$ cat src/common/mem_pkg.sv
package mem_pkg;

    // one machine word and one byte address, both 32 bits on RV32I
    typedef logic [31:0] data_t;
    typedef logic [31:0] addr_t;

    // funct3 encodings of the load group
    // the store group reuses the first three with the same width meaning (sb, sh, sw)
    localparam logic [2:0] F3_LB  = 3'b000;
    localparam logic [2:0] F3_LH  = 3'b001;
    localparam logic [2:0] F3_LW  = 3'b010;
    localparam logic [2:0] F3_LBU = 3'b100;
    localparam logic [2:0] F3_LHU = 3'b101;

    // data RAM geometry
    localparam int MEM_WORDS = 256;
    localparam int WORD_AW   = 8;

endpackage

$ cat src/common/mem_port_if.sv
`timescale 1ns/1ps

interface mem_port_if
    import mem_pkg::*;
(
    input logic clk
);

    logic               we;
    logic [3:0]         byte_en;
    logic [WORD_AW-1:0] word_addr;
    data_t              wdata;
    data_t              rdata;

    // the load/store unit owns the request side of the port
    modport lsu (
        input  clk,
        output we,
        output byte_en,
        output word_addr,
        output wdata,
        input  rdata
    );

    // the RAM answers with the word one edge after word_addr is seen
    modport ram (
        input  clk,
        input  we,
        input  byte_en,
        input  word_addr,
        input  wdata,
        output rdata
    );

endinterface

$ cat src/lsu/store_align.sv
`timescale 1ns/1ps

module store_align
    import mem_pkg::*;
(
    input  logic [2:0] funct3,
    input  logic [1:0] offset,
    input  data_t      store_data,
    output logic [3:0] byte_en,
    output data_t      lane_data,
    output logic       misaligned,
    output logic       illegal
);

    logic [4:0] shamt;
    data_t      byte_part;
    data_t      half_part;

    // bit shift that moves lane 0 up to the addressed lane
    assign shamt     = {offset, 3'b000};
    assign byte_part = {24'b0, store_data[7:0]};
    assign half_part = {16'b0, store_data[15:0]};

    always_comb begin
        byte_en    = 4'b0000;
        lane_data  = store_data;
        misaligned = 1'b0;
        illegal    = 1'b0;
        case (funct3)
            F3_LB: begin
                byte_en   = 4'b0001 << offset;
                lane_data = byte_part << shamt;
            end
            F3_LH: begin
                // a halfword starting in the top lane would cross into the next word
                if (offset == 2'd3) begin
                    misaligned = 1'b1;
                end else begin
                    byte_en   = 4'b0011 << offset;
                    lane_data = half_part << shamt;
                end
            end
            F3_LW: begin
                if (offset != 2'd0) begin
                    misaligned = 1'b1;
                end else begin
                    byte_en   = 4'b1111;
                    lane_data = store_data;
                end
            end
            default: begin
                // there is no unsigned store, so 100 and 101 land here too
                illegal = 1'b1;
            end
        endcase
    end

    // a store that passes both checks must touch at least one lane
    always_comb begin
        if (!misaligned && !illegal) begin
            assert (byte_en != 4'b0000)
                else $error("store_align: legal store with empty byte_en");
        end
    end

endmodule

$ cat src/lsu/load_extract.sv
`timescale 1ns/1ps

module load_extract
    import mem_pkg::*;
(
    input  logic [2:0] funct3,
    input  logic [1:0] offset,
    input  data_t      word,
    output data_t      result
);

    logic [4:0]  shamt;
    data_t       shifted;
    logic [7:0]  sel_byte;
    logic [15:0] sel_half;

    // bring the addressed lane down to bit 0, then cut out the field
    assign shamt    = {offset, 3'b000};
    assign shifted  = word >> shamt;
    assign sel_byte = shifted[7:0];
    assign sel_half = shifted[15:0];

    always_comb begin
        case (funct3)
            F3_LB: begin
                result = {{24{sel_byte[7]}}, sel_byte};
            end
            F3_LH: begin
                result = {{16{sel_half[15]}}, sel_half};
            end
            F3_LBU: begin
                result = {24'b0, sel_byte};
            end
            F3_LHU: begin
                result = {16'b0, sel_half};
            end
            default: begin
                // only LW reaches here, illegal codes never get a response
                result = word;
            end
        endcase
    end

endmodule

$ cat src/lsu/load_store_unit.sv
`timescale 1ns/1ps

module load_store_unit
    import mem_pkg::*;
(
    input  logic       clk,
    input  logic       arst_n,
    input  logic       req_valid,
    input  logic       req_write,
    input  logic [2:0] funct3,
    input  addr_t      addr,
    input  data_t      store_data,
    output logic       load_valid,
    output data_t      load_data,
    output logic       fault,
    mem_port_if.lsu    mem
);

    logic [1:0] offset;
    logic [3:0] st_byte_en;
    data_t      st_lane_data;
    logic       st_misaligned;
    logic       st_illegal;
    logic       ld_misaligned;
    logic       ld_illegal;
    logic       req_bad;
    logic       load_ok;
    logic       load_pending;
    logic       fault_q;
    logic [2:0] funct3_q;
    logic [1:0] offset_q;

    assign offset = addr[1:0];

    store_align u_store_align (
        .funct3     (funct3),
        .offset     (offset),
        .store_data (store_data),
        .byte_en    (st_byte_en),
        .lane_data  (st_lane_data),
        .misaligned (st_misaligned),
        .illegal    (st_illegal)
    );

    // load checks live here since store_align only knows the store encodings
    always_comb begin
        ld_misaligned = 1'b0;
        ld_illegal    = 1'b0;
        case (funct3)
            F3_LB, F3_LBU: ld_misaligned = 1'b0;
            F3_LH, F3_LHU: ld_misaligned = (offset == 2'd3);
            F3_LW:         ld_misaligned = (offset != 2'd0);
            default:       ld_illegal    = 1'b1;
        endcase
    end

    assign req_bad = req_write ? (st_misaligned | st_illegal)
                               : (ld_misaligned | ld_illegal);
    assign load_ok = req_valid & ~req_write & ~req_bad;

    // the write lands at the same edge that accepts the store
    assign mem.we        = req_valid & req_write & ~req_bad;
    assign mem.byte_en   = st_byte_en;
    assign mem.wdata     = st_lane_data;
    assign mem.word_addr = addr[WORD_AW+1:2];

    always_ff @(posedge clk or negedge arst_n) begin
        if (!arst_n) begin
            load_pending <= 1'b0;
            fault_q      <= 1'b0;
        end else begin
            load_pending <= load_ok;
            fault_q      <= req_valid & req_bad;
        end
    end

    // field selection travels with the load to the cycle where rdata shows up
    always_ff @(posedge clk) begin
        if (load_ok) begin
            funct3_q <= funct3;
            offset_q <= offset;
        end
    end

    load_extract u_load_extract (
        .funct3 (funct3_q),
        .offset (offset_q),
        .word   (mem.rdata),
        .result (load_data)
    );

    assign load_valid = load_pending;
    assign fault      = fault_q;

    // a request either answers with data or faults, never both
    assert property (@(posedge clk) disable iff (!arst_n) !(load_valid && fault))
        else $error("load_store_unit: load_valid and fault high together");

endmodule

$ cat src/flat_wrapper.sv
// flat-port wrapper written by rule: the top's interface ports become plain ports
module load_store_unit_flat import mem_pkg::*;
  (clk, arst_n, req_valid, req_write, funct3, addr, store_data, load_valid, load_data, fault, mem_we, mem_byte_en, mem_word_addr, mem_wdata, mem_rdata);
  mem_port_if mem_i (.clk(clk));
  input  logic clk;
  input  logic arst_n;
  input  logic req_valid;
  input  logic req_write;
  input  logic [2:0] funct3;
  input  addr_t addr;
  input  data_t store_data;
  output logic load_valid;
  output data_t load_data;
  output logic fault;
  output wire logic [$bits(mem_i.we)-1:0] mem_we;
  output wire logic [$bits(mem_i.byte_en)-1:0] mem_byte_en;
  output wire logic [$bits(mem_i.word_addr)-1:0] mem_word_addr;
  output wire logic [$bits(mem_i.wdata)-1:0] mem_wdata;
  input wire logic [$bits(mem_i.rdata)-1:0] mem_rdata;
  assign mem_we = mem_i.we;
  assign mem_byte_en = mem_i.byte_en;
  assign mem_word_addr = mem_i.word_addr;
  assign mem_wdata = mem_i.wdata;
  assign mem_i.rdata = mem_rdata;
  load_store_unit u_core (.clk(clk), .arst_n(arst_n), .req_valid(req_valid), .req_write(req_write), .funct3(funct3), .addr(addr), .store_data(store_data), .load_valid(load_valid), .load_data(load_data), .fault(fault), .mem(mem_i));
endmodule
$ cat config.mk
export PLATFORM = sky130hd
export DESIGN_NAME = load_store_unit_flat
export DESIGN_NICKNAME = d
export VERILOG_FILES = /design/src/common/mem_pkg.sv /design/src/common/mem_port_if.sv /design/src/lsu/store_align.sv /design/src/lsu/load_extract.sv /design/src/lsu/load_store_unit.sv /design/src/flat_wrapper.sv
export SDC_FILE = /design/constraint.sdc
export NUM_CORES = 1
export LEC_CHECK = 0
export BUFFER_PORTS_ARGS = -buffer_cell sky130_fd_sc_hd__buf_4
export CAP_MARGIN = 10
export CORE_ASPECT_RATIO = 0.6
export CORE_MARGIN = 1.5
export CORE_UTILIZATION = 39
export CTS_BUF_LIST = sky130_fd_sc_hd__clkbuf_16
export CTS_CLUSTER_DIAMETER = 40
export DETAILED_ROUTE_END_ITERATION = 8
export GPL_TIMING_DRIVEN = 0
export PLACE_DENSITY_LB_ADDON = 0.3
export SETUP_SLACK_MARGIN = 0.2
export SLEW_MARGIN = 25
export SYNTH_ARGS = -nofsm -noshare
export SYNTH_HDL_FRONTEND = slang
export SYNTH_SLANG_ARGS = --single-unit
export TNS_END_PERCENT = 5
$ cat constraint.sdc
create_clock -name clk -period 3.3 [get_ports clk]
set_input_delay 0.66 -clock clk [delete_from_list [all_inputs] [get_ports clk]]
set_output_delay 0.66 -clock clk [all_outputs]
set_load 0.005 [all_outputs]
# ---- Yosys cells after proc, flatten, opt, wreduce, memory -nomap -nowiden
# Index checks and enable logic that the tools add are counted.
dict set report classes {
  n_shift 5
  eq_ne 8
  n_mux 13
  n_bitwise 9
  reduce_logical 6
}
# cell count
set op_table {}
lappend op_table {{32-bit case mux with 4 select lines} 1}
lappend op_table {{32-bit case mux with 2 select lines} 1}
lappend op_table {{32-bit two-way mux} 1}
lappend op_table {{16-bit by 5-bit left shift with 32-bit output} 1}
lappend op_table {{8-bit by 5-bit left shift with 32-bit output} 1}
lappend op_table {{32-bit by 5-bit >> shifter with 16-bit output} 1}
lappend op_table {{3-bit equality test (second input constant)} 4}
lappend op_table {{4-bit case mux with 3 select lines} 1}
lappend op_table {{4-bit two-way mux} 2}
lappend op_table {{3-bit by 1-bit equality test with 1-bit output (second input constant)} 2}
lappend op_table {{3-bit logical NOT} 2}
lappend op_table {{1-bit AND} 5}
lappend op_table {{1-bit two-way mux} 5}
lappend op_table {{5-bit OR reduction} 1}
lappend op_table {{1-bit case mux with 2 select lines} 2}
lappend op_table {{1-bit by 2-bit left shift with 4-bit output (first input constant)} 1}
lappend op_table {{2-bit by 2-bit left shift with 4-bit output (first input constant)} 1}
lappend op_table {{3-bit by 2-bit equality test with 1-bit output (second input constant)} 1}
lappend op_table {{3-bit OR reduction} 1}
lappend op_table {{2-bit equality test (second input constant)} 1}
lappend op_table {{1-bit NOT} 2}
lappend op_table {{1-bit OR} 2}
lappend op_table {{2-bit nonzero test} 1}
lappend op_table {{2-bit OR reduction} 1}
dict set report totals {
  inputBits 103
  out_inout_bits 79
  register_bits 7
  elab_cells 45
}

# ---- Depth between registers and ports, before layout
dict set report depth {
  depth_word 7
  ltp_mapped 7
  mapped_depth_nobuf 6
}

# ---- By module
# From an unflattened synthesis, not the netlist that was laid out.
dict set report unflattened {
  hier_cells 236
  area_unflattened_um2 1816.7
}
# module n_inst cells_per_inst area_per_inst_um2
set modules_own_cells {}
lappend modules_own_cells {store_align 1 107 807.0}
lappend modules_own_cells {load_extract 1 106 691.9}
lappend modules_own_cells {load_store_unit 1 23 317.8}

# ---- Worst setup path before layout
# Ideal clock, no wire load.
dict set report synth_timing {
  path_type {input port to output port}
  start {in mem_rdata[23]}
  end {out load_data[10]}
  required_ns 2.640
  cell_stages 3
  t_arrival_ns 1.725
  slack_ns 0.915
  path_cell_list {mux4_1 a21oi_1 o31ai_1}
}
dict set report synth_between {
  elab_chain_cells 2
}
# element line_no
set synth_rtl {}
lappend synth_rtl {{start, declared} flat_wrapper.sv:19} ;# input wire logic [$bits(mem_i.rdata)-1:0] mem_rdata;
lappend synth_rtl {{32-bit by 5-bit >> shifter with 16-bit output} load_extract.sv:19} ;# assign shifted = word >> shamt;
lappend synth_rtl {{32-bit case mux with 4 select lines} load_extract.sv:24} ;# case (funct3)
lappend synth_rtl {{end, declared} flat_wrapper.sv:13} ;# output data_t load_data;
# No other way between the ends.

# ---- Worst setup path in the final report
dict set report layout_timing {
  start {in funct3[2]}
  end {out mem_wdata[23]}
}
dict set report layout_between {
  elab_chain_cells 2
  elab_cells_between_ends 3
  cone_classes {1 x eq/ne; 1 x mux; 1 x reduce/logical}
}
# element line_no
set layout_rtl {}
lappend layout_rtl {{start, declared} flat_wrapper.sv:9} ;# input logic [2:0] funct3;
lappend layout_rtl {{3-bit by 1-bit equality test with 1-bit output or 3-bit logical NOT (tied branches)} store_align.sv:29} ;# case (funct3)
lappend layout_rtl {{32-bit case mux with 2 select lines *} store_align.sv:29}
lappend layout_rtl {{end, declared} flat_wrapper.sv:18} ;# output wire logic [$bits(mem_i.wdata)-1:0] mem_wdata;
# Every way passes the cells marked *; elsewhere a longest branch is shown, timed or not.

==> flow_summary_export.csv <==
group,metric,value,unit
global_routing,grt_pass1_wl,10600,um
power_and_ir_drop,power.density,241,nW/um^2
timing,fin_crit,2.93,ns
floorplan,fp.dieH,55.3,um
layout,final_area,3070,sq um
floorplan,die_area,4990,sq um
placement,dp_hpwl,5820,um
routing,met3WireLength,764,um
clock_tree,cts.sinks,7,
routing,routedLengthMet1,3130,um
placement,gp_congestion,0.925,
synthesis,netlist_instances,259,
routing,via_per_inst,5.27,
synthesis,synth_fp_nets,367,
layout,multi_input_area,1390,sq um
timing,relSlewSlack,39.1,%
worst_setup_path,slowest_delay,0.79,ns
floorplan,core-area,4230,sq um
routing,wirelength,7080,um
synthesis,synth-seq-cells,7,
floorplan,num_rows,18,
worst_setup_path,critPathArrivalTime,2.27,ns
placement,placed_cell_area,2990,sq um
run,cap_violations,0,
clock_tree,cts_made_buffers,3,
timing,setup_viol,0,
clock_tree,post_cts_resized,0,
routing,vias,2500,
layout,antennaDiodeCount,0,
clock_tree,post_cts_buffers,0,
global_routing,grt_start_max_net_pins,11,
routing,wl_met2,3150,um
routing,avgRoutedWirePerCell,14.9,um
clock_tree,holdBufCountCts,0,
routing,highest_layer,"met4",
routing,post-route-drc-count,0,
clock_tree,path_clk_slew,0.04,ns
worst_setup_path,cp-start-kind,"primary input",
worst_setup_path,cp_slowest_cell,"nor3_1",
worst_setup_path,crit_path_frequent_cell,"buf_4",
power_and_ir_drop,peakVddDrop,0.153,mV
layout,syn_to_final_growth,72.4,%
synthesis,synth.cell_area,1780,sq um
timing,drv_slew,0,
worst_setup_path,crit_chain,"buf_4 -> clkbuf_1 -> nor3_1 -> a2bb2oi_1 -> nor2_1 -> buf_4",
synthesis,seq_area_frac_synth,11.3,%
global_routing,grt_pass1_vias,2183,
clock_tree,cts_root_buffer,"clkbuf_16",
worst_setup_path,path_delay_family,"simple AND/OR/NAND/NOR gates",
worst_setup_path,cp_max_fo,9,
synthesis,synth_warnings,0,
timing,hold_viol_final,0,
clock_tree,tritoncts,"built",
timing,worst_slew_pin_slew,0.906,ns
placement,port_buffers,151,
worst_setup_path,cp_data_required_time,2.64,ns
global_routing,grt_usage,26.1,%
timing,max_freq,341,MHz
status,status,"finished, final reports clean",
timing,rsz0062_at_grt,"no",
min_path,hp-class,"in2async",
power_and_ir_drop,leakage,1.67,nW
global_routing,antenna_found_initial,0,
worst_setup_path,critPathKind,"in2out",
routing,first_pass_iters,5,
floorplan,initial_utilization,42.0,%
floorplan,die_w,90.2,um
layout,seq_area,200,sq um
routing,drtAntennaViolNets,0,
clock_tree,clk_path_buf_depth,2,
layout,nets,523,
floorplan,pin_count,182,
global_routing,grt-ovfl-total,0,
layout,drive_gt1_share,43.2,%
timing,min_period_over_period,88.8,%
worst_setup_path,worstSetupEndpointType,"output pin",
synthesis,yosysUniqueCellTypes,37,
synthesis,avgSynthCellArea,6.86,sq um
worst_setup_path,cp_num_buf_inv,3,
timing,setup_tns,0,ns
clock_tree,cts_max_level,1,
layout,nFillCells,360,
routing,dr.first_iter.drc_count,174,
-- metal layers --
layer	GRT usage [%]	up-vias
li1	-	1228
met1	36.3	1113
met2	40.6	155
met3	7.99	4
met4	4.08	0
met5	0	-
-- synthesized netlist by cell type --
cell type	n	share of area (%)
a211oi_4	1	1.1
a21o_1	10	4.2
a21o_2	6	3.0
a21oi_1	24	6.8
a22o_1	5	2.5
a22oi_1	3	1.3
a2bb2oi_1	8	3.9
a31oi_1	1	0.35
a32oi_1	4	2.0
and2_1	1	0.35
and2b_1	1	0.42
and3_1	2	0.70
buf_1	1	0.21
buf_2	2	0.56
buf_4	9	3.8
buf_6	3	1.9
clkbuf_1	14	3.0
dfrtp_1	2	2.8
edfxtp_1	5	8.4
ha_1	5	3.5
inv_1	5	1.1
mux2_2	2	1.3
mux2_4	1	0.84
mux2i_1	13	7.3
mux4_1	1	1.5
nand2_1	37	7.8
nand2b_1	4	1.4
nand2b_2	1	0.49
nand3_1	1	0.28
nor2_1	27	5.7
nor2b_1	20	7.0
nor3_1	2	0.56
o211a_1	7	3.9
o21ai_0	21	5.9
o21bai_1	2	0.84
o31ai_1	7	3.0
or3_1	1	0.35
-- cell families after synthesis --
family                   after synthesis  share of synthesized area, %
multiplexers                          17                          10.9
buffers and inverters                 34                          10.5
adder cells (fa/ha/maj)                5                          3.52
AND/OR/NAND/NOR                       97                          25.1
flip-flops                             7                          11.3
AO/OA/AOI/OAI                         99                          38.7
-- registers in the layout (all words and copies together) (netlist names) --
signal             cells
u_core.load_valid      1
u_core.funct3_q        3
u_core.fault           1
u_core.offset_q        2
-- stage by stage --
step | power, mW | hold WS (ns) | std cells | utilization (%) | setup slack [ns]
after floorplan | 0.291 | 0.364 | 259 | - | 0.915
after global placement | 0.521 | 0.443 | 470 | 70.5 | 0.353
after detailed placement | 0.525 | 0.444 | 470 | 70.5 | 0.377
after CTS | 0.737 | 0.195 | 474 | 72.4 | 0.366
after global routing | 0.780 | 0.193 | 474 | 72.4 | 0.230
final | 0.737 | 0.196 | 474 | 72.4 | 0.370
-- placed cells by master (no fill, tap or decap), types with 2 or more instances in the layout --
cell	instances
buf_4	160
nand2_1	37
nor2_1	27
a21oi_1	24
o21ai_0	21
nor2b_1	20
clkbuf_1	14
mux2i_1	13
a21o_1	10
a2bb2oi_1	8
o211a_1	7
o31ai_1	7
inv_1	6
a21o_2	6
a22o_1	5
ha_1	5
edfxtp_1	5
nand2b_1	4
a32oi_1	4
buf_6	3
a22oi_1	3
clkbuf_16	3
buf_2	2
mux2_2	2
and3_1	2
nor3_1	2
o21bai_1	2
dfrtp_1	2
-- path summary, 6_finish.rpt --
kind	depth (start not counted)	slack [ns]	start	to
worst min-delay path	1	0.20	arst_n	u_core.fault
max in group asynchronous	1	3.02	arst_n	u_core.fault
min in group clk	1	0.62	funct3[2]	u_core.funct3_q[2]
worst max-delay path	6	0.37	funct3[2]	mem_wdata[23]
-- layout make-up --
class | instances | share of cell area (%)
clock buffer | 3 | 2.45
inverter | 5 | 0.612
tap | 60 | 2.45
multi-input combinational | 218 | 45.4
timing repair buffer | 151 | 37.0
buffer | 29 | 5.47
sequential | 7 | 6.53
clock inverter | 1 | 0.122
-- report_power, final --
part	internal (mW)	switching (mW)	total, mW
registers	0.101	0.00417	0.105
logic	0.237	0.186	0.424
clock network	0.158	0.0502	0.208
Power figures use the tool's default switching activity.
